$ cat config.mk
export PLATFORM = sky130hd
export DESIGN_NAME = cpu_fetch
export DESIGN_NICKNAME = d
export VERILOG_FILES = /design/src/cpu_pkg.sv /design/src/cpu_fetch.sv
export SDC_FILE = /design/constraint.sdc
export NUM_CORES = 1
export LEC_CHECK = 0
export BUFFER_PORTS_ARGS = -buffer_cell sky130_fd_sc_hd__buf_2
export CAP_MARGIN = 30
export CORE_UTILIZATION = 48
export CTS_CLUSTER_DIAMETER = 100
export DETAILED_ROUTE_END_ITERATION = 8
export PLACE_DENSITY = 0.76
export SLEW_MARGIN = 20
export SYNTH_ARGS = -nofsm -noshare
export SYNTH_HDL_FRONTEND = slang
export SYNTH_SLANG_ARGS = --single-unit
$ cat constraint.sdc
create_clock -name clk -period 3.1 [get_ports clk]
set_input_delay 0.155 -clock clk [delete_from_list [all_inputs] [get_ports clk]]
set_output_delay 0.155 -clock clk [all_outputs]
set_load 0.01 [all_outputs]
$ cat src/cpu_pkg.sv
package cpu_pkg;

  localparam int instr_w = 32;
  localparam int reg_addr_w = 5;

  // ADDI x0, x0, 0
  localparam logic [instr_w-1:0] nop_instr = 32'h0000_0013;

  typedef enum logic [6:0] {
    op_op     = 7'b0110011,
    op_imm    = 7'b0010011,
    op_lui    = 7'b0110111,
    op_load   = 7'b0000011,
    op_store  = 7'b0100011,
    op_branch = 7'b1100011,
    op_jal    = 7'b1101111
  } opcode_e;

  // funct3 codes of the supported subset
  localparam logic [2:0] f3_add_sub = 3'b000;
  localparam logic [2:0] f3_slt = 3'b010;
  localparam logic [2:0] f3_xor = 3'b100;
  localparam logic [2:0] f3_or = 3'b110;
  localparam logic [2:0] f3_and = 3'b111;
  localparam logic [2:0] f3_beq = 3'b000;
  localparam logic [2:0] f3_bne = 3'b001;
  localparam logic [2:0] f3_word = 3'b010;

  // funct7 bit that turns ADD into SUB
  localparam int f7_sub_bit = 5;

  typedef enum logic [2:0] {
    alu_add,
    alu_sub,
    alu_and,
    alu_or,
    alu_xor,
    alu_slt,
    alu_pass_b
  } alu_op_e;

  typedef enum logic [1:0] {
    res_alu,
    res_load,
    res_pc4
  } result_src_e;

  typedef enum logic [1:0] {
    fwd_reg,
    fwd_mem,
    fwd_wb
  } fwd_sel_e;

  typedef enum logic [2:0] {
    imm_i,
    imm_s,
    imm_b,
    imm_u,
    imm_j
  } imm_kind_e;

endpackage

$ cat src/cpu_fetch.sv
`timescale 1ns/1ps

module cpu_fetch #(
  parameter int xlen = 32
) (
  input  logic                        clk,
  input  logic                        rst_n,
  input  logic                        stall_f,
  input  logic                        stall_d,
  input  logic                        flush_d,
  input  logic                        redirect,
  input  logic [xlen-1:0]             redirect_pc,
  input  logic [cpu_pkg::instr_w-1:0] instr_data,
  output logic [xlen-1:0]             instr_addr,
  output logic [cpu_pkg::instr_w-1:0] instr_d,
  output logic [xlen-1:0]             pc_d
);

  logic [xlen-1:0] pc;
  logic [xlen-1:0] pc_next;

  // Always predict not-taken
  assign pc_next = redirect ? redirect_pc : pc + xlen'(4);
  assign instr_addr = pc;

  always_ff @(posedge clk) begin
    if (!rst_n) begin
      pc <= '0;
    end else if (!stall_f) begin
      pc <= pc_next;
    end
  end

  always_ff @(posedge clk) begin
    if (!rst_n || flush_d) begin
      instr_d <= cpu_pkg::nop_instr;
    end else if (!stall_d) begin
      instr_d <= instr_data;
      pc_d    <= pc;
    end
  end

endmodule

; ---- Yosys cells after proc, flatten, opt, wreduce, memory -nomap -nowiden
; Index checks and enable logic that the tools add are counted.
[op_classes]
mux = 1
reduce_logical = 3
addsub = 1
bitwise = 2
[ops]
columns = op, n
row1 = $add 32x3->32 const B, 1
row2 = $mux 32, 1
row3 = $not 1->1, 2
row4 = $reduce_and 2->1, 1
row5 = $logic_not 1->1, 1
row6 = $logic_or 1x1->1, 1
[totals]
output_inout_bits = 96
ff_bits = 96

; ---- Depth between registers and ports, before layout
[depth]
ltp_word = 4
ltp_mapped = 7

; ---- Worst setup path after synthesis
; Ideal clock, no wire load.
[synth_path]
kind = input-to-reg
startpoint = input port stall_d
endpoint = register pc_d[0], enable pin
setup_time_ps = 421
slack_ps = 637
t_arrival_ps = 2042
path_stages = 3
cell_sequence = clkbuf_1 > clkbuf_1 > nor2_1
[synth_between]
elab_chain_cells = 2
[synth_lines]
columns = element, line_no
row1 = start: declaration, cpu_fetch.sv:9  ; input logic stall_d,
row2 = $not 1->1 (no source line), n/a
row3 = $reduce_and 2->1 (no source line), n/a
row4 = end signal: assignment, cpu_fetch.sv:39  ; pc_d <= pc;
row5 = end: declaration, cpu_fetch.sv:16  ; output logic [xlen-1:0] pc_d
; Every way passes these cells.
; A chain may end at the register's enable or synchronous reset.

; ---- Worst setup path in the final report
[layout_path]
startpoint = register pc[2], in the netlist instr_addr[2]
endpoint = register pc[30], in the netlist instr_addr[30]
[layout_between]
elab_chain_cells = 2
[layout_lines]
columns = element, line_no
row1 = start: declaration, cpu_fetch.sv:19  ; logic [xlen-1:0] pc;
row2 = start signal: assignment, cpu_fetch.sv:30  ; pc <= pc_next;
row3 = $add 32x3->32, cpu_fetch.sv:23  ; assign pc_next = redirect ? redirect_pc : pc + xlen'(4);
row4 = $mux 32, cpu_fetch.sv:23
; Every way passes these cells.

==> summary.md <==
| Metric | Value |
|---|---|
| Result of the run | finished, final reports clean |
| CTS tree | done |
| Summed instance area of the synthesized netlist | 4130 um^2 |
| Data required, critical path | 3.38 ns |
| Routed len/inst | 15.8 um |
| Count of input and output buffers | 165 |
| Setup TNS after final layout | 0 ns |
| Count of unique library cells instantiated by Yosys | 54 |
| Prevailing post-synth register cell | dfxtp_1 |
| Root Buffer | clkbuf_8 |
| Number of enable flip-flop cells after synthesis | 32 |
| Fin. max-slew vios | 0 |
| Non-filler cells, final | 668 |
| Cell type with the highest aggregate area in the netlist | dfxtp_1 |
| Clock network power share | 33.7% |
| Ant. Diodes | 0 |
| Sequential group share of total power | 54.9% |
| Class of the most critical setup path | flip-flop to flip-flop |
| Total instance count after detailed placement | 652 |
| Switching portion of total power | 25.5% |
| Number of clock sinks | 96 |
| Data arrival time of the critical path | 2.46 ns |
| Final setup violating endpoints | 0 |
| Worst-path fanout max | 9 |
| Routed vias | 3665 |
| Total area of multi-input combinational cells | 1780 um^2 |
| Initial core utilization | 50.0% |
| Placer Congestion | 0.843 |
| Count of warnings emitted by yosys | 0 |
| Overflow left after global routing | 0 |
| Share of the clock period used by the worst path | 70.3% |
| Net count of the finished layout | 629 |
| Total track usage | 23.0% |
| Post-synthesis async set-or-reset flop share | 0% |
| Clock slew at the register clock pins of the worst setup and hold paths | 0.10 ns |
| Die area | 8970 um^2 |
| Most common cell after layout, fill and taps aside | buf_2 |
| Vias in the first global route | 3235 |
| Maximum number of pins on one net before global-route repair | 43 |
| Clock Skews | 0.00937 ns |
| Internal cell power | 1910 uW |
| Ratio of cells with drive above 1 in the final layout | 35.7% |
| Cells after Synth | 402 |
| Hold buffers post-CTS | 0 |
| Boundary pin count | 166 |
| Final Hold Violating Endpoints | 0 |
| Post-synth net total | 473 |
| Max_slew headroom | 39.1% |
| Clock Tree Buf Depth | 2 |
| Layout overhead on the synthesized area | 27.0% |
| Number of remaining DRC errors | 0 |
| Kind of path behind the tightest hold check | input port to flip-flop |
| Worst vdd ir | 246 uV |
| Tightest Pin Transition | 0.911 ns |
| Initial antenna violation count | 0 |
| Achievable Freq | 459 MHz |
| Combined flip-flop and latch cell area | 2240 um^2 |
| Endpoint kind of the worst setup timing path | flip-flop |
| Pwr/cell area | 489 nW/um^2 |
| Net switching power | 653 uW |
| CORE AREA | 8260 um^2 |
| Summed area of non-filler cells in the final layout | 5240 um^2 |
| Time the worst path needs with I/O delays and setup | 2.18 ns |
| Number of filler cells placed in the layout | 707 |
| H-Tree Level Count | 3 |
| Total wire length after detailed routing | 10500 um |
| Leakage | 0.00237 uW |
| Flop and latch count out of synthesis | 96 |
| Pre-antenna DRT Iters | 5 |
| Post-synthesis average cell area | 10.3 um^2 |
| Post-CTS Resized | 0 |
| Horiz. Die Dim | 94.7 um |
| Most frequent cells in the layout | buf_2 (165), dfxtp_1 (64), nor2_1 (52) |
| R2r worst-path depth | 6 |
| Site row count | 33 |
| Sequential cell area fraction in the yosys report | 54.4% |
| Minimum hold slack | 0.0185 ns |
| Vias per cell | 5.49 |
| Leading post-synthesis cells by cell area | dfxtp_1 (31%), edfxtp_1 (23%), mux2i_1 (8.2%) |
| Kind of start point of the critical path | flip-flop |
| Number of buffers inserted during clock tree synthesis | 9 |
| Area share of the largest cell type after synthesis | 31.1% |
| Height of the chip | 94.7 um |
| Instance area after placement | 5030 um^2 |
| First DRT Iteration DRCs | 264 |
| Worst Hold Path Cells | 3 |
| Number of setup buffers added after CTS | 0 |
| Global-route wire length before repair | 15900 um |
| Routed Antenna Nets | 0 |
| RSZ-0062 raised after global routing | no |
| Number of max-cap violations | 0 |
| Fraction of power consumed by combinational cells | 11.4% |
| Insertion delay to the later sink of the worst-skew pair | 0.36 ns |
| Post-detailed-placement half-perimeter wirelength | 7420 um |
-- worst max-delay path, stage by stage, from the launching register on --
cell     delay, ns
dfxtp_1       0.47
ha_1          0.28
nand3_2       0.15
nor3_4        0.47
nand4_4       0.19
or3_1         0.40
a21oi_1       0.14
-- metrics by stage --
step / util (%) / setup slack [ns] / total power [uW]
2_1_floorplan: - / 0.637 / 1590
3_3_place_gp: 60.9 / 1.03 / 1720
3_5_place_dp: 60.9 / 0.957 / 1730
4_1_cts: 63.4 / 0.940 / 2580
5_1_grt: 63.4 / 0.771 / 2670
6_report: 63.4 / 0.922 / 2560
-- logic make-up (layout without fill, tap and decap cells) --
group,count (synthesis),count (layout),share of synthesized area [%]
AOI/OAI and AO/OA,94,94,14.8
xor gates and xnor gates,1,1,0.212
adders and majority gates,1,1,0.303
buffers and inverters,30,191,2.79
DFF,96,96,54.4
muxes,38,38,9.34
and+or+nand+nor,142,142,18.2
-- registers in the layout, indices dropped and copies added, names as in the netlist --
signal	count
instr_d	32
instr_addr	32
pc_d	32
-- cells in the mapped netlist (7+ instances only) --
master / count
dfxtp_1: 64
nor2_1: 53
mux2i_1: 34
edfxtp_1: 32
nand2_1: 31
a21oi_1: 27
clkbuf_1: 17
o21ai_0: 16
nand3_1: 10
a22oi_1: 8
a31oi_1: 7
nor3_1: 7
-- cell type report --
| cell class | instances | area share, % |
|---|---|---|
| clock buffer | 11 | 2.91 |
| clock inverter | 5 | 1.12 |
| inverter | 6 | 0.430 |
| multi-input combinational | 276 | 33.9 |
| sequential | 96 | 42.8 |
| tap | 105 | 2.51 |
| timing repair buffer | 169 | 16.3 |
-- power groups by stage --
stage	Sequential, uW	Combinational (uW)	Clock, uW
after CTS	1410	293	880
final	1410	291	864
after global placement	1430	286	0
after global routing	1410	320	938
after detailed placement	1430	291	0
after floorplan	1450	141	0
-- layer usage --
layer,up-vias,part of all wire (%),global-route usage (%)
li1,1791,-,-
met1,1666,43,28.5
met2,189,46,39.3
met3,19,8.6,5.56
met4,0,1.7,7.20
met5,-,0,0
-- worst paths after layout --
| path | start | to | slack, ns |
|---|---|---|---|
| max | instr_addr[2] | instr_addr[30] | 0.92 |
| min | redirect_pc[1] | instr_addr[1] | 0.02 |
| max reg2reg | instr_addr[2] | instr_addr[30] | 0.92 |
| min reg2reg | instr_addr[0] | pc_d[0] | 0.47 |
Note: power is estimated with default switching activity, not from simulation.
