[src/cpu_pkg.sv]
package cpu_pkg;

  localparam int instr_w = 32;
  localparam int reg_addr_w = 5;

  // ADDI x0, x0, 0
  localparam logic [instr_w-1:0] nop_instr = 32'h0000_0013;

  typedef enum logic [6:0] {
    op_op     = 7'b0110011,
    op_imm    = 7'b0010011,
    op_lui    = 7'b0110111,
    op_load   = 7'b0000011,
    op_store  = 7'b0100011,
    op_branch = 7'b1100011,
    op_jal    = 7'b1101111
  } opcode_e;

  // funct3 codes of the supported subset
  localparam logic [2:0] f3_add_sub = 3'b000;
  localparam logic [2:0] f3_slt = 3'b010;
  localparam logic [2:0] f3_xor = 3'b100;
  localparam logic [2:0] f3_or = 3'b110;
  localparam logic [2:0] f3_and = 3'b111;
  localparam logic [2:0] f3_beq = 3'b000;
  localparam logic [2:0] f3_bne = 3'b001;
  localparam logic [2:0] f3_word = 3'b010;

  // funct7 bit that turns ADD into SUB
  localparam int f7_sub_bit = 5;

  typedef enum logic [2:0] {
    alu_add,
    alu_sub,
    alu_and,
    alu_or,
    alu_xor,
    alu_slt,
    alu_pass_b
  } alu_op_e;

  typedef enum logic [1:0] {
    res_alu,
    res_load,
    res_pc4
  } result_src_e;

  typedef enum logic [1:0] {
    fwd_reg,
    fwd_mem,
    fwd_wb
  } fwd_sel_e;

  typedef enum logic [2:0] {
    imm_i,
    imm_s,
    imm_b,
    imm_u,
    imm_j
  } imm_kind_e;

endpackage

[src/cpu_mem_writeback.sv]
`timescale 1ns/1ps

module cpu_mem_writeback #(
  parameter int xlen = 32
) (
  input  logic                           clk,
  input  logic                           rst_n,
  input  logic                           valid_m,
  input  logic [cpu_pkg::reg_addr_w-1:0] rd_m,
  input  logic                           reg_write_m,
  input  logic                           mem_write_m,
  input  cpu_pkg::result_src_e           result_src_m,
  input  logic [xlen-1:0]                alu_result_m,
  input  logic [xlen-1:0]                store_data_m,
  input  logic [xlen-1:0]                pc_plus4_m,
  input  logic [xlen-1:0]                data_rdata,
  output logic [xlen-1:0]                data_addr,
  output logic [xlen-1:0]                data_wdata,
  output logic                           data_write,
  output logic [xlen-1:0]                result_m,
  output logic [cpu_pkg::reg_addr_w-1:0] rd_w,
  output logic                           reg_write_w,
  output logic [xlen-1:0]                result_w
);

  assign data_addr  = alu_result_m;
  assign data_wdata = store_data_m;
  assign data_write = valid_m && mem_write_m;

  // Load data comes back in the same cycle
  always_comb begin
    case (result_src_m)
      cpu_pkg::res_load: result_m = data_rdata;
      cpu_pkg::res_pc4:  result_m = pc_plus4_m;
      default:           result_m = alu_result_m;
    endcase
  end

  always_ff @(posedge clk) begin
    if (!rst_n) begin
      reg_write_w <= 1'b0;
    end else begin
      reg_write_w <= reg_write_m;
    end
  end

  always_ff @(posedge clk) begin
    rd_w     <= rd_m;
    result_w <= result_m;
  end

  a_write_known: assert property (@(posedge clk) disable iff (!rst_n) !$isunknown(data_write));

endmodule

[config.mk]
export PLATFORM = sky130hd
export DESIGN_NAME = cpu_mem_writeback
export DESIGN_NICKNAME = d
export VERILOG_FILES = /design/src/cpu_pkg.sv /design/src/cpu_mem_writeback.sv
export SDC_FILE = /design/constraint.sdc
export NUM_CORES = 1
export LEC_CHECK = 0
export ABC_CLOCK_PERIOD_IN_PS = 1010
export BUFFER_PORTS_ARGS = -buffer_cell sky130_fd_sc_hd__buf_2
export CAP_MARGIN = 10
export CORE_AREA = 2 2 107 109
export CTS_CLUSTER_DIAMETER = 60
export DETAILED_ROUTE_END_ITERATION = 8
export DIE_AREA = 0 0 109 111
export GPL_ROUTABILITY_DRIVEN = 0
export PLACE_DENSITY_LB_ADDON = 0.2
export REMOVE_ABC_BUFFERS = 1
export SYNTH_ARGS = -nofsm -noshare
export SYNTH_HDL_FRONTEND = slang
export SYNTH_SLANG_ARGS = --single-unit
[constraint.sdc]
create_clock -name clk -period 1.01 [get_ports clk]
set_clock_uncertainty 0.05 [all_clocks]
set_input_delay 0 -clock clk [delete_from_list [all_inputs] [get_ports clk]]
set_output_delay 0 -clock clk [all_outputs]
set_load 0.02 [all_outputs]
Word level (Yosys, flattened, before mapping)
Cells that the tools add are included.
{"block": "classes", "n_eq_ne": 2, "mux": 1, "reduce_logical": 1}
{"op": "32-bit one-hot mux with 2 select lines", "count": 1}
{"op": "2-bit by 1-bit == test with 1-bit output (second input constant)", "count": 1}
{"op": "2-bit == test (second input constant)", "count": 1}
{"op": "1-bit logical AND", "count": 1}
{"block": "totals", "regBits": 38, "in_bits": 140, "out_inout_bits": 135, "word_cells": 7}

Logic depth before layout (Yosys ltp)
{"block": "depth", "depth_word": 2, "ltp_mapped": 6, "mapped_depth_nobuf": 4}

Least setup slack after synthesis
No wires, ideal clock.
{"block": "synth_path", "path_kind": "input to register", "startpoint": "input port result_src_m[0]", "endpoint": "register result_w[29]", "setup_time_ns": 0.179, "t_arrival_ns": 0.976, "required_ns": 0.781, "setup_slack_ns": -0.195, "path_stages": 4, "path_buffers": 1, "cell_sequence": "inv_1 -> ha_1 -> buf_2 -> o21ai_0"}
{"block": "synth_via", "elab_chain_cells": 2}
{"element": "from (decl)", "line_no": "cpu_mem_writeback.sv:12", "rtl": "input cpu_pkg::result_src_e result_src_m,"}
{"element": "2-bit == test / 2-bit by 1-bit == test with 1-bit output (equally long branches)", "line_no": "cpu_mem_writeback.sv:32", "rtl": "case (result_src_m)"}
{"element": "32-bit one-hot mux with 2 select lines *", "line_no": "cpu_mem_writeback.sv:32"}
{"element": "net result_m[29]", "line_no": "cpu_mem_writeback.sv:20", "rtl": "output logic [xlen-1:0] result_m,"}
{"element": "to (signal assigned)", "line_no": "cpu_mem_writeback.sv:49", "rtl": "result_w <= result_m;"}
{"element": "to (decl)", "line_no": "cpu_mem_writeback.sv:23", "rtl": "output logic [xlen-1:0] result_w"}
Mark *: on every way through the listed nets, which the timed path passes. The rest lies on a longest branch.
A chain may end at the register's enable or synchronous reset.

Worst setup path in the final report
{"block": "layout_path", "startpoint": "input port result_src_m[0]", "endpoint": "output port result_m[4]"}
{"block": "layout_via", "elab_chain_cells": 2}
{"element": "2-bit == test / 2-bit by 1-bit == test with 1-bit output (equally long branches)", "line_no": "cpu_mem_writeback.sv:32"}
{"element": "32-bit one-hot mux with 2 select lines *", "line_no": "cpu_mem_writeback.sv:32"}
{"element": "to (decl)", "line_no": "cpu_mem_writeback.sv:20"}
Mark *: on every way between the ends. The rest lies on a longest branch, timed or not.

==> impl_metrics.yaml <==
run_status:
  status: "complete, but fails checks"
  violations: "hold timing, setup timing"
worst_setup_path:
  critical_path_class: "input pin to primary output"
  slowest_stage: "ha_4"
  crit_start: "result_src_m[0]"
  crit_path_end_kind: "primary output"
  cpPeakStageDelay_ns: 0.30
  worst-path-buf-inv: 5
  cp_cell_sequence: "buf_8 -> inv_4 -> ha_4 -> buf_12 -> buf_16 -> o21ai_4 -> buf_6"
  required_ns: 0.96
  cp_max_fo: 8
  arrival_ns: 1.04
  path_delay_family: "buffers and inverters"
  startpoint_type: "input pin"
synthesis:
  syn_inst: 217
  synth_most_common_cell: "buf_4"
  synth-edff-count: 0
  yosys_warnings: 0
  synth_top_area_frac: 0.401
  synth_cell_types: 11
  ys_top_cells_by_count: "buf_4, dfxtp_1, a22oi_1, nand2_1, o21ai_1"
  ys_seq_area_frac: 0.401
  synth_ff_type: "dfxtp_1"
  ys_async_sr_fraction: 0
  synth_top_area_cell: "dfxtp_1"
  synth_area_um2: 1900
  synth.area.top_cells: "dfxtp_1, buf_4, a22oi_1"
  synth_seq_cells: 38
  avgSynthCellArea_um2: 8.75
clock_tree:
  clk_pin_slew_ns: 0.06
  cts_tree: "built"
  cts-root-buf: "clkbuf_16"
  h-tree-depth: 2
  cts_buffer_depth: 2
  cts-buffers-inserted: 5
  clock_sinks: 38
detailed_routing:
  postRouteAntennaNets: 0
  route.detailed.drc: 0
  avgViaCountPerCell: 4.14
  wl_per_cell_um: 18.1
  vias: 2437
  drt_iter0_drc: 112
  wirelength_mm: 10.6
  firstDrtPassIters: 4
floorplanning:
  core-area_um2: 11100
  initial_core_util: 0.171
  num_io_pins: 275
  die_h_um: 111
  die-width_um: 109
  dieArea_um2: 12100
  row_count: 39
power:
  switchingPower_uw: 2070
  cellLeakagePower_uw: 0.00203
  p_clk_frac: 0.279
  p_total_uw: 5860
  p_int_uw: 3790
  combPwrFrac: 0.432
  peakVddDrop_uv: 619
  pwr_density_cell_nw_per_um2: 1380
  switching_share: 0.353
  sequentialPowerShare: 0.289
min_path:
  whs_path_depth: 3
  hold_start: "alu_result_m[15]"
  hold_end: "result_w[15]"
  hold_class: "input pin to register"
final_layout:
  drive_gt1_frac: 0.678
  postLayoutCellArea_um2: 4260
  final_net_count: 585
  area_delta_synth_final_pct: 124
flow_run:
  maxCapViolations: 0
global_routing:
  grt-ovfl-total: 0
  grt_max_degree: 28
  grt_pass1_wl_mm: 13.7
  grt_util_all_layers: 0.157
  antenna_found_initial: 1
  grt_pass1_vias: 2318
placed_design:
  portBuffers: 210
  dpl-instance-area_um2: 2690
  dp_hpwl_mm: 6.47
timing:
  setup_viol: 20
  min_period_ns: 1.09
  tightest_slew_ns: 0.352
  rsz0062_at_grt: "yes"
  slew_violations: 0
  max_freq_ghz: 0.916
  relSlewSlack: 0.765
  finalHoldViolCount: 11
  worst_slack_ns: -0.0811
  fin_crit_sh: 1.08
  holdWs_ns: -0.0767
-- state kept, by name, indices dropped and copies added (netlist names) --
signal / flops
reg_write_w: 1
rd_w: 5
result_w: 32
-- tightest hold or removal path: stages --
cell and delay, ns:
buf_2 0.10, nand2_2 0.06, o21ai_4 0.06
-- layout make-up --
| type | instances | area [um^2] |
|---|---|---|
| Sequential cell | 38 | 761 |
| Clock buffer | 6 | 139 |
| Tap cell | 143 | 179 |
| Multi-Input combinational cell | 100 | 927 |
| Clock inverter | 2 | 12.5 |
| Inverter | 2 | 10.0 |
| Fill cell | 1121 | 6820 |
| Antenna cell | 1 | 2.50 |
| Timing Repair Buffer | 296 | 2230 |
-- kinds of logic after synthesis --
| group | after synthesis | share of synthesized area |
|---|---|---|
| buffers and inverters | 79 | 0.305 |
| flip-flops | 38 | 0.401 |
| adder cells (fa/ha/maj) | 2 | 0.0132 |
| AND/OR/NAND/NOR | 34 | 0.0699 |
| AO/OA/AOI/OAI | 64 | 0.211 |
-- placed cells by master, fill, tap and decap left out, drive strengths merged --
| master | instances |
|---|---|
| ha | 2 |
| clkinv | 1 |
| nand2 | 32 |
| and2 | 2 |
| dlygate4sd3 | 62 |
| inv | 2 |
| clkinvlp | 1 |
| a22oi | 32 |
| diode | 1 |
| o21ai | 32 |
| buf | 233 |
| dfxtp | 38 |
| clkbuf | 7 |
-- worst max-delay path by stage --
| stage | slack, ns | cells past startpoint | end |
|---|---|---|---|
| after CTS | -0.08 | 6 | result_m[4] |
| after global placement | -0.16 | 7 | result_m[4] |
| after detailed placement | -0.18 | 7 | result_m[4] |
| final | -0.08 | 7 | result_m[4] |
| after floorplan | -1.06 | 3 | result_w[29] |
| after global routing | -0.11 | 7 | result_m[4] |
-- what timing repair did --
action                     CTS  global route
gates cloned                 5             2
hold buffers                61             1
setup endpoints to repair   32            32
gates resized for setup    122            41
pin swaps                    9            13
hold endpoints to repair    64             3
setup buffers                6             3
-- power by group through the flow --
stage	combinational (uW)	sequential, uW	clock [uW]
floorplan	465	1940	0
global placement	1520	1730	0
detailed placement	1520	1730	0
CTS	2410	1700	1710
global route	2660	1710	1760
finish	2530	1700	1630
-- metal layers --
| metal | routed length (um) | vias up | track usage |
|---|---|---|---|
| li1 | - | 1134 | - |
| met1 | 4370 | 1134 | 0.196 |
| met2 | 5160 | 155 | 0.255 |
| met3 | 979 | 12 | 0.0576 |
| met4 | 100 | 2 | 0.0342 |
| met5 | 10 | - | 0 |
-- through the flow --
| step | worst slack [ns] | cells | TNS, ns | util |
|---|---|---|---|---|
| finish | -0.0811 | 588 | -0.855 | 0.385 |
| CTS | -0.0755 | 584 | -1.04 | 0.371 |
| global route | -0.114 | 587 | -2.13 | 0.384 |
| detailed placement | -0.180 | 504 | -4.28 | 0.243 |
| global placement | -0.162 | 504 | -3.77 | 0.243 |
| floorplan | -1.06 | 140 | -48.30 | - |
No activity file was read; power rests on OpenSTA's default activity.
