===== config.mk =====
export PLATFORM = sky130hd
export DESIGN_NAME = cpu_register_file
export DESIGN_NICKNAME = d
export VERILOG_FILES = /design/src/cpu_pkg.sv /design/src/cpu_register_file.sv
export SDC_FILE = /design/constraint.sdc
export NUM_CORES = 1
export LEC_CHECK = 0
export BUFFER_PORTS_ARGS = -buffer_cell sky130_fd_sc_hd__buf_4
export CORE_MARGIN = 4
export CORE_UTILIZATION = 35
export DETAILED_ROUTE_END_ITERATION = 16
export GPL_TIMING_DRIVEN = 0
export PLACE_DENSITY = 0.58
export SLEW_MARGIN = 30
export SYNTH_ARGS = -nofsm -noshare
export SYNTH_HDL_FRONTEND = slang
export SYNTH_SLANG_ARGS = --single-unit

===== constraint.sdc =====
create_clock -name clk -period 4.53 [get_ports clk]
set_input_delay 0.453 -clock clk [delete_from_list [all_inputs] [get_ports clk]]
set_output_delay 0.453 -clock clk [all_outputs]
set_load 0.05 [all_outputs]

===== src/cpu_pkg.sv =====
package cpu_pkg;

  localparam int instr_w = 32;
  localparam int reg_addr_w = 5;

  // ADDI x0, x0, 0
  localparam logic [instr_w-1:0] nop_instr = 32'h0000_0013;

  typedef enum logic [6:0] {
    op_op     = 7'b0110011,
    op_imm    = 7'b0010011,
    op_lui    = 7'b0110111,
    op_load   = 7'b0000011,
    op_store  = 7'b0100011,
    op_branch = 7'b1100011,
    op_jal    = 7'b1101111
  } opcode_e;

  // funct3 codes of the supported subset
  localparam logic [2:0] f3_add_sub = 3'b000;
  localparam logic [2:0] f3_slt = 3'b010;
  localparam logic [2:0] f3_xor = 3'b100;
  localparam logic [2:0] f3_or = 3'b110;
  localparam logic [2:0] f3_and = 3'b111;
  localparam logic [2:0] f3_beq = 3'b000;
  localparam logic [2:0] f3_bne = 3'b001;
  localparam logic [2:0] f3_word = 3'b010;

  // funct7 bit that turns ADD into SUB
  localparam int f7_sub_bit = 5;

  typedef enum logic [2:0] {
    alu_add,
    alu_sub,
    alu_and,
    alu_or,
    alu_xor,
    alu_slt,
    alu_pass_b
  } alu_op_e;

  typedef enum logic [1:0] {
    res_alu,
    res_load,
    res_pc4
  } result_src_e;

  typedef enum logic [1:0] {
    fwd_reg,
    fwd_mem,
    fwd_wb
  } fwd_sel_e;

  typedef enum logic [2:0] {
    imm_i,
    imm_s,
    imm_b,
    imm_u,
    imm_j
  } imm_kind_e;

endpackage


===== src/cpu_register_file.sv =====
`timescale 1ns/1ps

module cpu_register_file #(
  parameter int xlen = 32
) (
  input  logic                           clk,
  input  logic [cpu_pkg::reg_addr_w-1:0] rs1_addr,
  input  logic [cpu_pkg::reg_addr_w-1:0] rs2_addr,
  input  logic [cpu_pkg::reg_addr_w-1:0] rd_addr,
  input  logic                           rd_write,
  input  logic [xlen-1:0]                rd_data,
  output logic [xlen-1:0]                rs1_data,
  output logic [xlen-1:0]                rs2_data
);

  // x0 has no storage
  logic [xlen-1:0] regs [1:31];

  always_ff @(posedge clk) begin
    if (rd_write && rd_addr != '0) begin
      regs[rd_addr] <= rd_data;
    end
  end

  // Write in the same cycle is seen by the read
  assign rs1_data = (rs1_addr == '0) ? '0 :
                    (rd_write && rd_addr == rs1_addr) ? rd_data : regs[rs1_addr];
  assign rs2_data = (rs2_addr == '0) ? '0 :
                    (rd_write && rd_addr == rs2_addr) ? rd_data : regs[rs2_addr];

  a_wdata_known: assert property (@(posedge clk) rd_write |-> !$isunknown(rd_data));

endmodule


[After elaboration in Yosys (flattened, before gate mapping)]
Memories as Yosys holds them, arrays and structs flattened.
Index checks and enable logic that the tools add are counted.
Operators by class
  equal/unequal tests: 2
  mux-type cells: 6
  reduce and logical (&&, ||, !) cells: 6
Operators by type and width (count)
  two-way mux 32 bit: 4
  == test 5 bit: 2
  logical NOT 5 bit: 2
  nonzero test 5 bit: 1
  logical AND 1 bit: 3
  two-way mux 1 bit: 2
Storage, ports and cells
  bits in registers: 0
  memory bits (writable): 992
  bits of input ports: 49
  output and inout bits: 64
  word-level logic and storage cells: 15
  memories kept: 1
Memory list
  regs: words 31, bits a word 32, rd ports 2, clocked after Yosys merged registers in 0, wr ports 1, line cpu_register_file.sv:17  | logic [xlen-1:0] regs [1:31];

[Logic depth before layout (Yosys ltp)]
  depth in word-level cells: 4
  depth in mapped cells: 10
  gate-level depth less buffers: 5

[Least setup slack after synthesis]
Ideal clock, no wire load.
  kind: input to output
  from: in rs1_addr[0] (netlist name)
  to: out rs1_data[10]
  data arrival time: 3.207 ns
  data required time: 4.077 ns
  slack: 0.870 ns
  stages on the path: 7
  buffers on the path: 2
  cells stage by stage: buf_2 > nand2_1 > buf_1 > a211oi_1 > o41ai_1 > a21oi_1 > o41ai_1
On the way
  cells in the longest elaborated chain, start to end: 4
  elaborated cells on any way between the ends: 6
  those cells by class: 1 x eq/ne; 2 x mux; 2 x reduce/logical; 1 x memory
RTL lines
  from (decl): line cpu_register_file.sv:7  | input logic [cpu_pkg::reg_addr_w-1:0] rs1_addr,
  branches (longest 3 deep; another with memory (31 x 32 bit))
  two-way mux 32 bit (*): line cpu_register_file.sv:26  | assign rs1_data = (rs1_addr == '0) ? '0 :
  to (decl): line cpu_register_file.sv:12  | output logic [xlen-1:0] rs1_data,
Mark *: on every way between the ends.

[Worst setup path after layout]
  from: in rs1_addr[2] (netlist name)
  to: out rs1_data[25]
The elaborated chain is that of the path after synthesis.

==> results summary <==
The sink count of the clock tree came out at 992. The top-area cell type share of the netlist area came out at 0.631. The post-synthesis cell area is 47,200 sq um.

Of the total synthesized cell area, the portion taken by AND, OR, NAND and NOR gates is 0.0300. Counting flops and latches in the post-synthesis netlist gives 992. The final reports fail on setup timing. The floorplan step defined a die boundary enclosing 141,000 sq um. Static timing analysis puts the maximum clock frequency at 0.215 GHz. The post-cts repair resize count came out at 1. The worst hold slack is 0.169 ns. After synthesis, the largest family of logic cells by area is multiplexers. The final number of hold-violating endpoints came out at 0. In this run the worst hold path is classified as primary input to flop. Counting along the longest clock path gives a buffer depth of 3. The commonest cells after synthesis are 992 x sky130_fd_sc_hd__edfxtp_1, 303 x sky130_fd_sc_hd__mux4_2, 272 x sky130_fd_sc_hd__mux2i_1. The count of nets after finishing came out at 3,079.

The first-pass GRT wire length came out at 257,000 um. The most used flip-flop cell after synthesis is sky130_fd_sc_hd__edfxtp_1. The core region is 134,000 sq um.

After synthesis, the share of cell area in mux cells is 0.225. The number of flops mapped to enable cells by yosys is 992. The worst setup path is captured at a primary output. The number of antenna violations at the first check in global routing is 5. The starting utilization of the core area is 0.353. The floorplan step set the die height to 375 um. The wire length after detailed routing came out at 192,000 um.

The fraction of the mapped netlist area in adder cells came out at 0. The gate count after technology mapping came out at 2,759. Counting every net in the synthesized netlist gives 2,808. The overall power consumption came out at 21.6 mW. The I/O pin count came out at 113. The number of slew-limit violations in the final report is 0.

Of the cells placed in the final design, the portion with a size suffix greater than 1 is 0.289. The number of design-rule violations left by the first detailed-router iteration came out at 5,239. Ranked by flip-flop count, first place goes to regs. The number of placed instances, taps included is 4,688. The count of unique library cells instantiated by Yosys came out at 51. Summed over all instances, the cell type with the most area after synthesis is sky130_fd_sc_hd__edfxtp_1. Entering global routing, the biggest net connects 34 pins. The worst setup path endpoint is rs1_data[25]. Sorting the synthesized cells by area gives the leading types as sky130_fd_sc_hd__edfxtp_1 63%, sky130_fd_sc_hd__mux4_2 14%, sky130_fd_sc_hd__mux2i_1 5.8%, sky130_fd_sc_hd__mux2_2 1.9%, sky130_fd_sc_hd__nand2_1 1.2%.

The post-cts hold buffer count came out at 0. The startpoint of the most critical setup path is rs1_addr[2]. The worst-case setup margin in the final layout came out at -0.122 ns. The deepest level of the CTS H-tree came out at 3. The horizontal extent of the die came out at 375 um. The worst slack after detailed placement came out at -0.133 ns. The placed instance area is 52,100 sq um. The mean number of vias per cell is 6.57. The critical path data arrival time is 4.20 ns. Of the synthesized area, sequential elements account for 0.631. The minimum clock period after layout came out at 4.65 ns.

The root buffer cell chosen for the clock tree is sky130_fd_sc_hd__clkbuf_16. The number of non-filler instances in the completed layout is 4,886. After routing the design area is 55,500 sq um. The headroom to the max-slew limit came out at 0.179.

The post-synthesis area per instance came out at 17.1 sq um. The critical path required time came out at 4.08 ns. The number of flip-flops in the largest register is 992. During placement, the flow inserted port buffers numbering 99. The total DRC errors in the routed layout came out at 0. The fraction of the mapped netlist area in compound gates is 0.0849. Relative to the synthesized area, the layout overhead comes to 17.6%. The sum of overflow across all layers after global routing came out at 0. Of all nets on the critical path, the largest fanout is 10.

Setup repair after global routing left no endpoint under its margin. The overall routing resource usage is 0.265. The critical path is of the primary input to primary output type. The wire-length estimate of the detail-placed layout is 135,000 um.

Of the total synthesized cell area, the portion taken by XOR and XNOR cells is 0.00186. The worst-case IR drop observed on VDD is 0.000286 V. The final routed wire length divided by cell count came out at 39.2 um. The number of CTS-inserted buffers came out at 108. The last weighted congestion value of the routability-driven placer is 0.951.

Yosys printed 0 warnings. In the final layout, the registers with the most flip-flops are regs x992. The via count of the first global-routing pass is 31,150. The most numerous cell in the Yosys netlist is sky130_fd_sc_hd__edfxtp_1. The post-CTS setup-driven buffer insertion count is 0. At the pin with the least slew margin, the transition time is 1.23 ns.

The static leakage power came out at 18.0 nW. Setup violations remaining at the end of the flow were counted as 4. The layout has 12,032 filler cells. The power per standard cell area came out at 390 nW/um^2.

The clock-pin slew on the worst setup and hold paths is 0.06 ns. Across the run, the number of max-cap violations was 0. STA classifies the critical path startpoint as a primary input. The floorplan has 134 rows. Across all layers, the routed design uses 32,079 vias.

The TritonCTS clock tree is done. The number of iterations in the first detailed-routing pass is 9. The run finished, with violations left. Dividing the final minimum period by the clock period gives 1.03. The detail route stage leaves a number of antenna-violating nets equal to 0. The async set-reset flop share out of synthesis came out at 0.
layer usage:
metal  track usage  wire [um]
met2         0.385      81400
met1         0.346      71100
met5             0         13
met3        0.0867      25500
met4         0.160      13600
critical path, stage by stage:
cell	delay, ns
sky130_fd_sc_hd__buf_2	0.26
sky130_fd_sc_hd__buf_2	0.35
sky130_fd_sc_hd__clkbuf_1	0.88
sky130_fd_sc_hd__buf_2	0.51
sky130_fd_sc_hd__nand2_1	0.09
sky130_fd_sc_hd__nand2_1	0.13
sky130_fd_sc_hd__a21oi_1	0.24
sky130_fd_sc_hd__o41ai_1	0.92
sky130_fd_sc_hd__buf_4	0.34
cells in the final DEF, fill, tap and decap left out, drive strengths merged, types with 37 or more instances in the layout:
cell | synthesis | final
edfxtp | 992 | 992
o2111ai | 37 | 37
buf | 143 | 304
a211oi | 58 | 58
clkinv | 2 | 43
mux2 | 91 | 91
nor2 | 73 | 73
clkbuf | 98 | 231
mux4 | 303 | 303
a21oi | 61 | 61
mux2i | 272 | 272
nand2 | 154 | 154
o22ai | 77 | 77
cells by family (layout without fill, tap and decap cells):
logic type | count (synthesis) | count (layout)
and+or+nand+nor | 320 | 320
buffers and inverters | 244 | 601
other | 0 | 2
muxes | 666 | 666
DFF | 992 | 992
xor gates and xnor gates | 10 | 10
AOI/OAI and AO/OA | 527 | 527
through the flow:
| stage | utilization | TNS [ns] |
|---|---|---|
| finish | 0.415 | -0.224 |
| global route | 0.415 | 0 |
| CTS | 0.415 | 0 |
| detailed placement | 0.390 | -0.399 |
| global placement | 0.375 | -489.39 |
| floorplan | - | 0 |
final cells by class:
class | instances | area [sq um] | share of cell area
tap | 1768 | 2210 | 0.0398
timing repair buffer | 161 | 2420 | 0.0436
sequential | 992 | 29800 | 0.537
buffer | 241 | 1310 | 0.0236
multi-input combinational | 1523 | 16400 | 0.295
antenna | 2 | 5.00 | 0.0000901
inverter | 3 | 11.3 | 0.000203
clock inverter | 63 | 572 | 0.0103
clock buffer | 133 | 2820 | 0.0508
where the power goes:
group	internal, mW	total (mW)	switching [mW]
Sequential	10.2	10.3	0.0449
Clock	4.96	8.67	3.71
Combinational	0.827	2.70	1.87
Total	16.0	21.6	5.63
worst min-delay path by stage:
stage / from / endpoint / cells past startpoint / slack, ns
3_3_place_gp: rd_data[23] / regs[25][23] / 1 / 0.88
4_1_cts: rd_data[23] / regs[25][23] / 1 / 0.14
2_1_floorplan: rd_data[0] / regs[10][0] / 0 / 0.55
5_1_grt: rd_data[23] / regs[25][23] / 1 / 0.17
3_5_place_dp: rd_data[23] / regs[25][23] / 1 / 0.88
6_report: rd_data[23] / regs[28][23] / 1 / 0.17
No activity file was read; power rests on OpenSTA's default activity.
