$ cat config.mk
export PLATFORM = sky130hd
export DESIGN_NAME = cpu_execute
export DESIGN_NICKNAME = d
export VERILOG_FILES = /design/src/cpu_pkg.sv /design/src/cpu_execute.sv
export SDC_FILE = /design/constraint.sdc
export NUM_CORES = 1
export LEC_CHECK = 0
export BUFFER_PORTS_ARGS = -buffer_cell sky130_fd_sc_hd__buf_4
export CORE_MARGIN = 3
export CORE_UTILIZATION = 25
export DETAILED_ROUTE_END_ITERATION = 8
export GPL_TIMING_DRIVEN = 0
export PLACE_DENSITY_LB_ADDON = 0.12
export REMOVE_ABC_BUFFERS = 1
export SETUP_SLACK_MARGIN = 0.1
export SYNTH_ARGS = -nofsm -noshare
export SYNTH_HDL_FRONTEND = slang
export SYNTH_SLANG_ARGS = --single-unit
$ cat constraint.sdc
create_clock -name clk -period 14 [get_ports clk]
set_clock_uncertainty 0.15 [all_clocks]
set_input_delay 0.7 -clock clk [delete_from_list [all_inputs] [get_ports clk]]
set_output_delay 0.7 -clock clk [all_outputs]
set_load 0.005 [all_outputs]
$ cat src/cpu_pkg.sv
package cpu_pkg;

  localparam int instr_w = 32;
  localparam int reg_addr_w = 5;

  // ADDI x0, x0, 0
  localparam logic [instr_w-1:0] nop_instr = 32'h0000_0013;

  typedef enum logic [6:0] {
    op_op     = 7'b0110011,
    op_imm    = 7'b0010011,
    op_lui    = 7'b0110111,
    op_load   = 7'b0000011,
    op_store  = 7'b0100011,
    op_branch = 7'b1100011,
    op_jal    = 7'b1101111
  } opcode_e;

  // funct3 codes of the supported subset
  localparam logic [2:0] f3_add_sub = 3'b000;
  localparam logic [2:0] f3_slt = 3'b010;
  localparam logic [2:0] f3_xor = 3'b100;
  localparam logic [2:0] f3_or = 3'b110;
  localparam logic [2:0] f3_and = 3'b111;
  localparam logic [2:0] f3_beq = 3'b000;
  localparam logic [2:0] f3_bne = 3'b001;
  localparam logic [2:0] f3_word = 3'b010;

  // funct7 bit that turns ADD into SUB
  localparam int f7_sub_bit = 5;

  typedef enum logic [2:0] {
    alu_add,
    alu_sub,
    alu_and,
    alu_or,
    alu_xor,
    alu_slt,
    alu_pass_b
  } alu_op_e;

  typedef enum logic [1:0] {
    res_alu,
    res_load,
    res_pc4
  } result_src_e;

  typedef enum logic [1:0] {
    fwd_reg,
    fwd_mem,
    fwd_wb
  } fwd_sel_e;

  typedef enum logic [2:0] {
    imm_i,
    imm_s,
    imm_b,
    imm_u,
    imm_j
  } imm_kind_e;

endpackage

$ cat src/cpu_execute.sv
`timescale 1ns/1ps

module cpu_execute #(
  parameter int xlen = 32
) (
  input  logic                           clk,
  input  logic                           rst_n,
  input  logic                           valid_e,
  input  cpu_pkg::alu_op_e               alu_op_e,
  input  logic                           alu_src_imm_e,
  input  cpu_pkg::result_src_e           result_src_e,
  input  logic                           reg_write_e,
  input  logic                           mem_write_e,
  input  logic                           branch_e,
  input  logic                           branch_ne_e,
  input  logic                           jump_e,
  input  logic [cpu_pkg::reg_addr_w-1:0] rd_e,
  input  logic [xlen-1:0]                rs1_val_e,
  input  logic [xlen-1:0]                rs2_val_e,
  input  logic [xlen-1:0]                imm_e,
  input  logic [xlen-1:0]                pc_e,
  input  cpu_pkg::fwd_sel_e              fwd_a,
  input  cpu_pkg::fwd_sel_e              fwd_b,
  input  logic [xlen-1:0]                result_m,
  input  logic [xlen-1:0]                result_w,
  output logic                           redirect,
  output logic [xlen-1:0]                redirect_pc,
  output logic                           valid_m,
  output logic [cpu_pkg::reg_addr_w-1:0] rd_m,
  output logic                           reg_write_m,
  output logic                           mem_write_m,
  output cpu_pkg::result_src_e           result_src_m,
  output logic [xlen-1:0]                alu_result_m,
  output logic [xlen-1:0]                store_data_m,
  output logic [xlen-1:0]                pc_plus4_m
);

  logic [xlen-1:0] src_a;
  logic [xlen-1:0] rs2_fwd;
  logic [xlen-1:0] src_b;
  logic [xlen-1:0] alu_result;
  logic taken;

  always_comb begin
    case (fwd_a)
      cpu_pkg::fwd_mem: src_a = result_m;
      cpu_pkg::fwd_wb:  src_a = result_w;
      default:          src_a = rs1_val_e;
    endcase
    case (fwd_b)
      cpu_pkg::fwd_mem: rs2_fwd = result_m;
      cpu_pkg::fwd_wb:  rs2_fwd = result_w;
      default:          rs2_fwd = rs2_val_e;
    endcase
  end

  assign src_b = alu_src_imm_e ? imm_e : rs2_fwd;

  always_comb begin
    case (alu_op_e)
      cpu_pkg::alu_sub:    alu_result = src_a - src_b;
      cpu_pkg::alu_and:    alu_result = src_a & src_b;
      cpu_pkg::alu_or:     alu_result = src_a | src_b;
      cpu_pkg::alu_xor:    alu_result = src_a ^ src_b;
      cpu_pkg::alu_slt:    alu_result = xlen'($signed(src_a) < $signed(src_b));
      cpu_pkg::alu_pass_b: alu_result = src_b;
      default:             alu_result = src_a + src_b;
    endcase
  end

  // BNE inverts the equality test
  assign taken = jump_e || (branch_e && ((src_a == rs2_fwd) != branch_ne_e));
  assign redirect = valid_e && taken;
  assign redirect_pc = pc_e + imm_e;

  always_ff @(posedge clk) begin
    if (!rst_n) begin
      valid_m     <= 1'b0;
      reg_write_m <= 1'b0;
      mem_write_m <= 1'b0;
    end else begin
      valid_m     <= valid_e;
      reg_write_m <= valid_e && reg_write_e;
      mem_write_m <= mem_write_e;
    end
  end

  always_ff @(posedge clk) begin
    rd_m         <= rd_e;
    result_src_m <= result_src_e;
    alu_result_m <= alu_result;
    store_data_m <= rs2_fwd;
    pc_plus4_m   <= pc_e + xlen'(4);
  end

endmodule

After elaboration in Yosys (flattened, before gate mapping)
Cells that the tools add are included.
- register bits: 106
- bits of input ports: 215
- output and inout port bits: 139
- add/sub/neg operators: 4
- order comparisons: 1
- equal/unequal tests: 12
- muxes and demuxes: 4
- bitwise gates (word level): 3
- reduce and logical (&&, ||, !) cells: 4
- operator list (kind ; count):
    $pmux 32 s6 ; 1
    $pmux 32 s2 ; 2
    $add 32x32->32 ; 2
    $add 32x3->32 const B ; 1
    $and 32x32->32 ; 1
    $eq 32x32->1 ; 1
    $lt 32x32->1 ; 1
    $mux 32 ; 1
    $or 32x32->32 ; 1
    $sub 32x32->32 ; 1
    $xor 32x32->32 ; 1
    $eq 3x3->1 const B ; 3
    $eq 3x2->1 const B ; 2
    $eq 2x1->1 const B ; 2
    $eq 2x2->1 const B ; 2
    $eq 3x1->1 const B ; 1
    $logic_and 1x1->1 ; 3
    $logic_or 1x1->1 ; 1
    $ne 1x1->1 ; 1

Longest topological paths before layout
Gate-level depths: netlist of the first run.
- depth after elaboration: 7
- mapped depth: 19
- gate-level depth less buffers: 17

Worst setup path after synthesis of the first run
No wires, ideal clock.
- path type: input to register
- start: input port alu_src_imm_e
- end: register alu_result_m[25]
- setup time: 0.122 ns
- arrival: 4.794 ns
- slack: 8.934 ns
- stages on the path: 13
- buffers on the path: 3
- cells stage by stage: clkbuf_1 > buf_1 > buf_1 > mux2_2 > ha_1 > or4_4 > nand2b_4 > a2111oi_4 > nor3_2 > o31a_1 > o31a_1 > a221o_1 > a221o_1
- longest elaborated chain between the ends: 3
- elaborated cells on any way between the ends: 7
- those cells by class: add/sub (2); mux (2); bitwise (3)
- ends and longest elaborated chain (element ; RTL line ; text):
    start, declared ; cpu_execute.sv:10 ; input logic alu_src_imm_e,
    $mux 32 (*) ; cpu_execute.sv:57 ; assign src_b = alu_src_imm_e ? imm_e : rs2_fwd;
    $add 32x32->32 (tied with other cells) ; cpu_execute.sv:67 ; default: alu_result = src_a + src_b;
    $pmux 32 s6 (*) ; cpu_execute.sv:60 ; case (alu_op_e)
    net alu_result[25] ; cpu_execute.sv:41 ; logic [xlen-1:0] alu_result;
    end signal, assigned ; cpu_execute.sv:91 ; alu_result_m <= alu_result;
    end, declared ; cpu_execute.sv:33 ; output logic [xlen-1:0] alu_result_m,
The timed path passes the listed nets; every way through them passes the cells marked *.
A chain may end at the register's enable or synchronous reset.

Worst setup path after layout of the first run
- start: input port fwd_a[0]
- end: register alu_result_m[23]
- longest elaborated chain between the ends: 4
- elaborated cells on any way between the ends: 9
- those cells by class: add/sub (2); eq/ne (2); mux (2); bitwise (3)
- ends and longest elaborated chain (element ; RTL line ; text):
    start, declared ; cpu_execute.sv:22 ; input cpu_pkg::fwd_sel_e fwd_a,
    $eq 2x2->1 / $eq 2x1->1 (equally long branches) ; cpu_execute.sv:45 ; case (fwd_a)
    $pmux 32 s2 (*) ; cpu_execute.sv:45 ;
    $add 32x32->32 (tied with other cells) ; cpu_execute.sv:67 ;
    $pmux 32 s6 (*) ; cpu_execute.sv:60 ;
    net alu_result[23] ; cpu_execute.sv:41 ;
Marks and branches as above.

==> results of run 1 <==
worst max path at each step:
stage / from / to / slack [ns] / depth (start not counted)
after floorplan: fwd_b[0] / alu_result_m[25] / 8.54 / 13
after global placement: fwd_b[0] / alu_result_m[23] / 6.20 / 16
after detailed placement: fwd_a[0] / alu_result_m[23] / 7.05 / 15
after CTS: fwd_a[0] / alu_result_m[23] / 7.43 / 15
after global routing: fwd_a[0] / alu_result_m[23] / 7.09 / 15
final: fwd_a[0] / alu_result_m[23] / 7.34 / 15
cell type report:
type                    instances  share of cell area [%]
diodes                          1                  0.0166
clock buffers                   9                    1.50
clock inverters                 7                   0.615
inverters                     120                    2.99
multi-input cells            1213                    57.5
flip-flops and latches        106                    14.1
well taps                     600                    4.99
repair buffers                358                    18.3
Yosys cell counts (all sizes together), types with 15 or more instances:
cell	count
o21bai	26
mux2i	15
a21o	27
a21oi	119
clkbuf	73
buf	16
nor2	103
nor2b	18
mux2	24
dfxtp	106
a221oi	28
inv	120
a221o	52
xor2	40
nand2	119
o21ai	121
a22oi	54
ha	132
nand4	16
o22ai	27
nor3	17
nand3	31
xnor2	50
placed cells by master (no fill, tap or decap), types with 15 or more instances in the layout:
| cell type | count |
|---|---|
| a21o_1 | 27 |
| a21oi_1 | 119 |
| a221o_1 | 52 |
| a221oi_1 | 28 |
| a22oi_1 | 54 |
| buf_4 | 353 |
| dfxtp_1 | 106 |
| ha_1 | 128 |
| inv_1 | 109 |
| mux2_2 | 23 |
| mux2i_1 | 15 |
| nand2_1 | 119 |
| nand3_1 | 31 |
| nand4_1 | 16 |
| nor2_1 | 102 |
| nor2b_1 | 16 |
| nor3_1 | 15 |
| o21ai_0 | 86 |
| o21ai_1 | 34 |
| o21bai_1 | 26 |
| o22ai_1 | 27 |
| xnor2_1 | 50 |
| xor2_1 | 40 |
layer usage:
metal | part of all wire [%] | wire length, um | up-vias
li1 | - | - | 6201
met1 | 45 | 25500 | 6279
met2 | 46 | 26300 | 473
met3 | 6.5 | 3710 | 57
met4 | 2.3 | 1310 | 0
met5 | 0 | 0 | -
sequential cells by signal, summed over array words and instances (netlist names):
| name | flops |
|---|---|
| result_src_m | 2 |
| alu_result_m | 32 |
| valid_m | 1 |
| pc_plus4_m | 32 |
| reg_write_m | 1 |
| store_data_m | 32 |
| mem_write_m | 1 |
| rd_m | 5 |
power by group through the flow:
stage	clock network (uW)	logic, uW	registers (uW)
finish	302	886	361
global route	320	968	366
CTS	312	882	362
detailed placement	0	877	368
global placement	0	872	367
floorplan	0	490	373
per-stage QoR:
stage	power [uW]	setup slack [ns]
2_1_floorplan	863	8.54
3_3_place_gp	1240	6.20
3_5_place_dp	1240	7.05
4_1_cts	1560	7.43
5_1_grt	1650	7.09
6_report	1550	7.34
logic make-up after synthesis:
| kind of cell | synth area share, % |
|---|---|
| AOI/OAI and AO/OA | 34.0 |
| xor gates and xnor gates | 6.84 |
| adders and majority gates | 14.9 |
| buffers and inverters | 6.84 |
| DFF | 18.4 |
| muxes | 3.65 |
| and+or+nand+nor | 15.3 |
critical path, delay by kind of cell:
family | cells | cell delay [ns]
buffers and inverters | 4 | 0.87
AND/OR/NAND/NOR | 3 | 1.09
adder cells (fa/ha/maj) | 2 | 1.42
AO/OA/AOI/OAI | 6 | 2.65
==> flow_summary.ini, run 1 <==
[routing]
drtIter0Drc = 1144
drt_drc_violations_left = 0
dr_total_vias = 13000
vias_per_cell = 5.39
dr.pass1.iters = 5
totalWireLength_um = 56900
wl_per_cell_um = 23.6
final_antenna_net_count = 0

[cells_and_area]
fin_util_pct = 33.1
fin_nets = 2158
multiInputGateArea_sq_mm = 0.00866
area_growth_pct = 30.5
layout-drive-gt1-share_pct = 23.7
stdcell_count = 2414
fill_cells = 4964
regArea_sq_mm = 0.00212
stdcell_area_sq_mm = 0.0150

[worst_hold_path]
hold_end = rd_m[1]
worstHoldStart = rd_e[1]
holdPathStages = 1
hold_class = input pin to flip-flop

[clock_network]
cts.root.buffer_cell = clkbuf_16
max-clock-path-buffers = 2
cts_hold_buf = 0
cts_resized = 0
cts_setup_buffers = 0
cts_max_level = 3
clkTransAtPathRegs_ns = 0.09
cts_sinks = 106
cts_made_buffers = 9
tritoncts = done

[grt]
grtUsageMet2_pct = 36.7
grtUsageMet1_pct = 30.5
grt_first_pass_wirelength_um = 81700
met3_usage_pct = 3.10
grt_pass1_vias = 12600
grt_usage_pct = 22.4
overflow = 0
grt-busiest-layer = met2
grt_max_degree = 58
antenna_found_initial = 1

[pwr]
power.density_mw_per_mm2 = 103
comb_power_share_pct = 57.2
leakage_uw = 0.00681
p_seq_share_pct = 23.3
vdd_drop_max_v = 0.0000568
swShare_pct = 45.1
intPower_uw = 850
p_sw_uw = 699
clkPwrFrac_pct = 19.5

[sta]
setup_viol = 0
fmax_mhz = 150
slew_headroom_pct = 8.56
hold_ws_ns = 0.243
fin_setup_tns_ns = 0
rsz0062_at_grt = false
fin_crit_sh_pct = 47.6
drv_slew = 0
hold_viol = 0
period_minus_slack_ns = 6.66
tightestPinTransition_ns = 1.37

[logic_synthesis]
async_flop_share_pct = 0
ys_ff_latch = 106
ys.flop_type = dfxtp_1
syn_area_sq_mm = 0.0115
yosys_warnings = 0
synth_area_leaders = dfxtp_1, ha_1, a21oi_1
yosysSeqAreaShare_pct = 18.4
synth_top_area_share_pct = 18.4
avgSynthCellArea_sq_um = 7.55
yosysTopAreaCell = dfxtp_1
synth.distinct_cells = 74
synthCells = 1528
synth_edf_count = 0

[run]
maxCapViolations = 0

[critical_path]
startpoint_type = input pin
crit_type = input pin to flip-flop
slowest_delay_ns = 0.97
worstSetupEndpointType = flip-flop
crit_path_frequent_cell = inv_1
crit_chain = buf_4 > inv_1 > ha_2 > inv_2 > o21ai_0 > inv_1 > ha_1 > nand4_1 > nor2_1 > o211ai_1 > nor4b_1 > o41ai_1 > a221oi_1 > o32ai_1 > a211oi_1
slowest_stage = o21ai_0
cp_max_fo = 33
critPathRequiredTime_ns = 14.09
cp.arrival_ns = 6.75

[die]
rows = 78
die_y_um = 221
pin_count = 354
start_util_pct = 25.4
core_sq_mm = 0.0455
die_w_um = 221
design.die.area_sq_mm = 0.0487

[place]
placedCellCount = 2397
place.port_buffers = 353
postPlaceCellArea_sq_mm = 0.0147
dp_hpwl_um = 44700
gp_routability_congestion = 0.873

[status]
status = completed
Note: power is estimated with default switching activity, not from simulation.
==> inputs of run 2 (changes only) <==
- ABC_AREA: unset -> 1
- clock period: 14 -> 6.42 ns (I/O delays scaled with it)
==> run 2 against run 1 <==
Effect of this change: synthesized area rose by 7.8%; sequential share of layout area fell by 1.2 points; die area rose by 7.6%; flip-flop and latch count did not move; total power rose by 120%; synthesized cell count rose by 36%; combinational power rose by 120%; critical path type unchanged; largest power group unchanged; highest routed layer is now met5.
==> flow_summary.ini, run 2 <==
[status]
status = completed

[sta]
setup_viol = 0
rsz0062_at_grt = false
period_minus_slack_ns = 4.59
hold_viol = 0
slew_headroom_pct = 15.0
fin_ws_ns = 1.83
tightestPinTransition_ns = 1.27
fin_crit_sh_pct = 71.4
fmax_mhz = 218
fin_setup_tns_ns = 0
drv_slew = 0

[cells_and_area]
layout_common_cells = nand2_1, buf_4, inv_1, nor2_1, nand3_1
stdcell_area_sq_mm = 0.0164
layout-drive-gt1-share_pct = 17.9
fill_cells = 5583
area_growth_pct = 32.3
fin_nets = 2774
stdcell_count = 3094
layout.cells.most_common = nand2_1
multiInputGateArea_sq_mm = 0.00899
largest_registers = alu_result_m (32), pc_plus4_m (32), store_data_m (32)
regArea_sq_mm = 0.00212

[critical_path]
slowest_stage = inv_2
path_delay_family = simple AND/OR/NAND/NOR gates
crit_chain = buf_4 > inv_1 > ha_2 > inv_2 > or2_2 > nand2_1 > o21ai_0 > ha_1 > inv_2 > nand2_1 > nor2_1 > nand3_1 > o21ai_1 > nand2_1 > o21ai_1 > nand2_1 > nand3_1 > nand3_1
critPathRequiredTime_ns = 6.54
crit_type = input pin to flip-flop
path_buf_inv = 4
worstSetupEndpointType = flip-flop
cp_max_fo = 64
startpoint_type = input pin
cp.arrival_ns = 4.70
crit_path_frequent_cell = nand2_1
slowest_delay_ns = 0.81

[routing]
wl_per_cell_um = 19.7
dr.pass1.iters = 7
totalWireLength_um = 60900
drtIter0Drc = 868
drt_drc_violations_left = 0
final_antenna_net_count = 0
dr_total_vias = 15000
vias_per_cell = 4.85

[place]
postPlaceCellArea_sq_mm = 0.0158
place.port_buffers = 353
pre_cts_ws_ns = 1.49
gp_routability_congestion = 0.937
dp_hpwl_um = 51000
placedCellCount = 3042

[pwr]
p_total_uw = 3370
vdd_drop_max_v = 0.000106
power.density_mw_per_mm2 = 205
leakage_uw = 0.00820

[logic_synthesis]
async_flop_share_pct = 0
synth.distinct_cells = 51
synth_top_area_share_pct = 18.2
yosysSeqAreaShare_pct = 17.1
synth_top_cells_by_count = nand2_1, inv_1, nor2_1
avgSynthCellArea_sq_um = 5.98
syn_area_sq_mm = 0.0124
synth_edf_count = 0
ys_ff_latch = 106
synth_area_leaders = nand2_1, dfxtp_1, ha_1
ys.flop_type = dfxtp_1
yosysTopAreaCell = nand2_1
yosys_warnings = 0
synthCells = 2077
synthMostInstantiatedCell = nand2_1

[grt]
grt_first_pass_wirelength_um = 90200
grtUsageMet1_pct = 29.3
grtUsageMet2_pct = 38.1
grt_pass1_vias = 14900
met3_usage_pct = 3.86
grt_max_degree = 65
overflow = 0
antenna_found_initial = 4
grt_usage_pct = 22.6
grt-busiest-layer = met2

[clock_network]
cts_hold_buf = 35
cts_resized = 0
cts_made_buffers = 9
cts_setup_buffers = 0
tritoncts = done
max-clock-path-buffers = 2
cts_max_level = 3
clkTransAtPathRegs_ns = 0.08
cts_sinks = 106
cts.root.buffer_cell = clkbuf_16

[run]
maxCapViolations = 0

[die]
core_sq_mm = 0.0491
pin_count = 354
rows = 81
die_w_um = 229
design.die.area_sq_mm = 0.0524
die_y_um = 229
start_util_pct = 25.3

[worst_hold_path]
hold_class = input pin to flip-flop
## run 2: area by class of cell
| type | instances | area share [%] |
|---|---|---|
| Sequential cell | 106 | 12.9 |
| Clock buffer | 9 | 1.37 |
| Multi-Input combinational cell | 1626 | 54.7 |
| Clock inverter | 7 | 0.380 |
| Antenna cell | 1 | 0.0152 |
| Timing Repair Buffer | 397 | 19.1 |
| Inverter | 284 | 6.48 |
| Tap cell | 664 | 5.05 |
## run 2: routing by layer
layer,wire length [um],part of all wire [%],up-vias
li1,-,-,7445
met1,27100,44,7021
met2,28600,47,486
met3,3730,6.1,62
met4,1490,2.4,6
met5,42,0.069,-
## run 2: worst paths after layout
| check | start | end | cells past startpoint |
|---|---|---|---|
| worst max-delay path | fwd_b[0] | alu_result_m[29] | 18 |
| worst min-delay path | rst_n | reg_write_m | 3 |
## run 2: worst min-delay path, delay by kind of cell
kind,cells,cell delay (ns)
buffers and inverters,1,0.08
AND/OR/NAND/NOR,2,0.14
## run 2: logic make-up (layout without fill, tap and decap cells)
| group | Yosys count | in the layout | synth area share (%) |
|---|---|---|---|
| buf+inv | 345 | 697 | 10.9 |
| fa+ha+maj | 135 | 135 | 13.8 |
| xor+xnor | 78 | 78 | 5.50 |
| compound gates | 386 | 386 | 17.9 |
| flops | 106 | 106 | 17.1 |
| other cells | 0 | 1 | 0 |
| simple gates | 1027 | 1027 | 34.9 |
## run 2: stage by stage
step / util (%) / hold slack, ns
after global placement: 31.9 / 0.275
after global routing: 33.5 / 0.0244
after floorplan: - / 0.199
after CTS: 33.5 / 0.000657
final: 33.5 / 0.0215
after detailed placement: 32.2 / 0.277
## run 2: report_power, final
part           internal, uW  switching [uW]
sequential              752            29.6
clock                   271             336
combinational           731            1250
total                  1750            1620
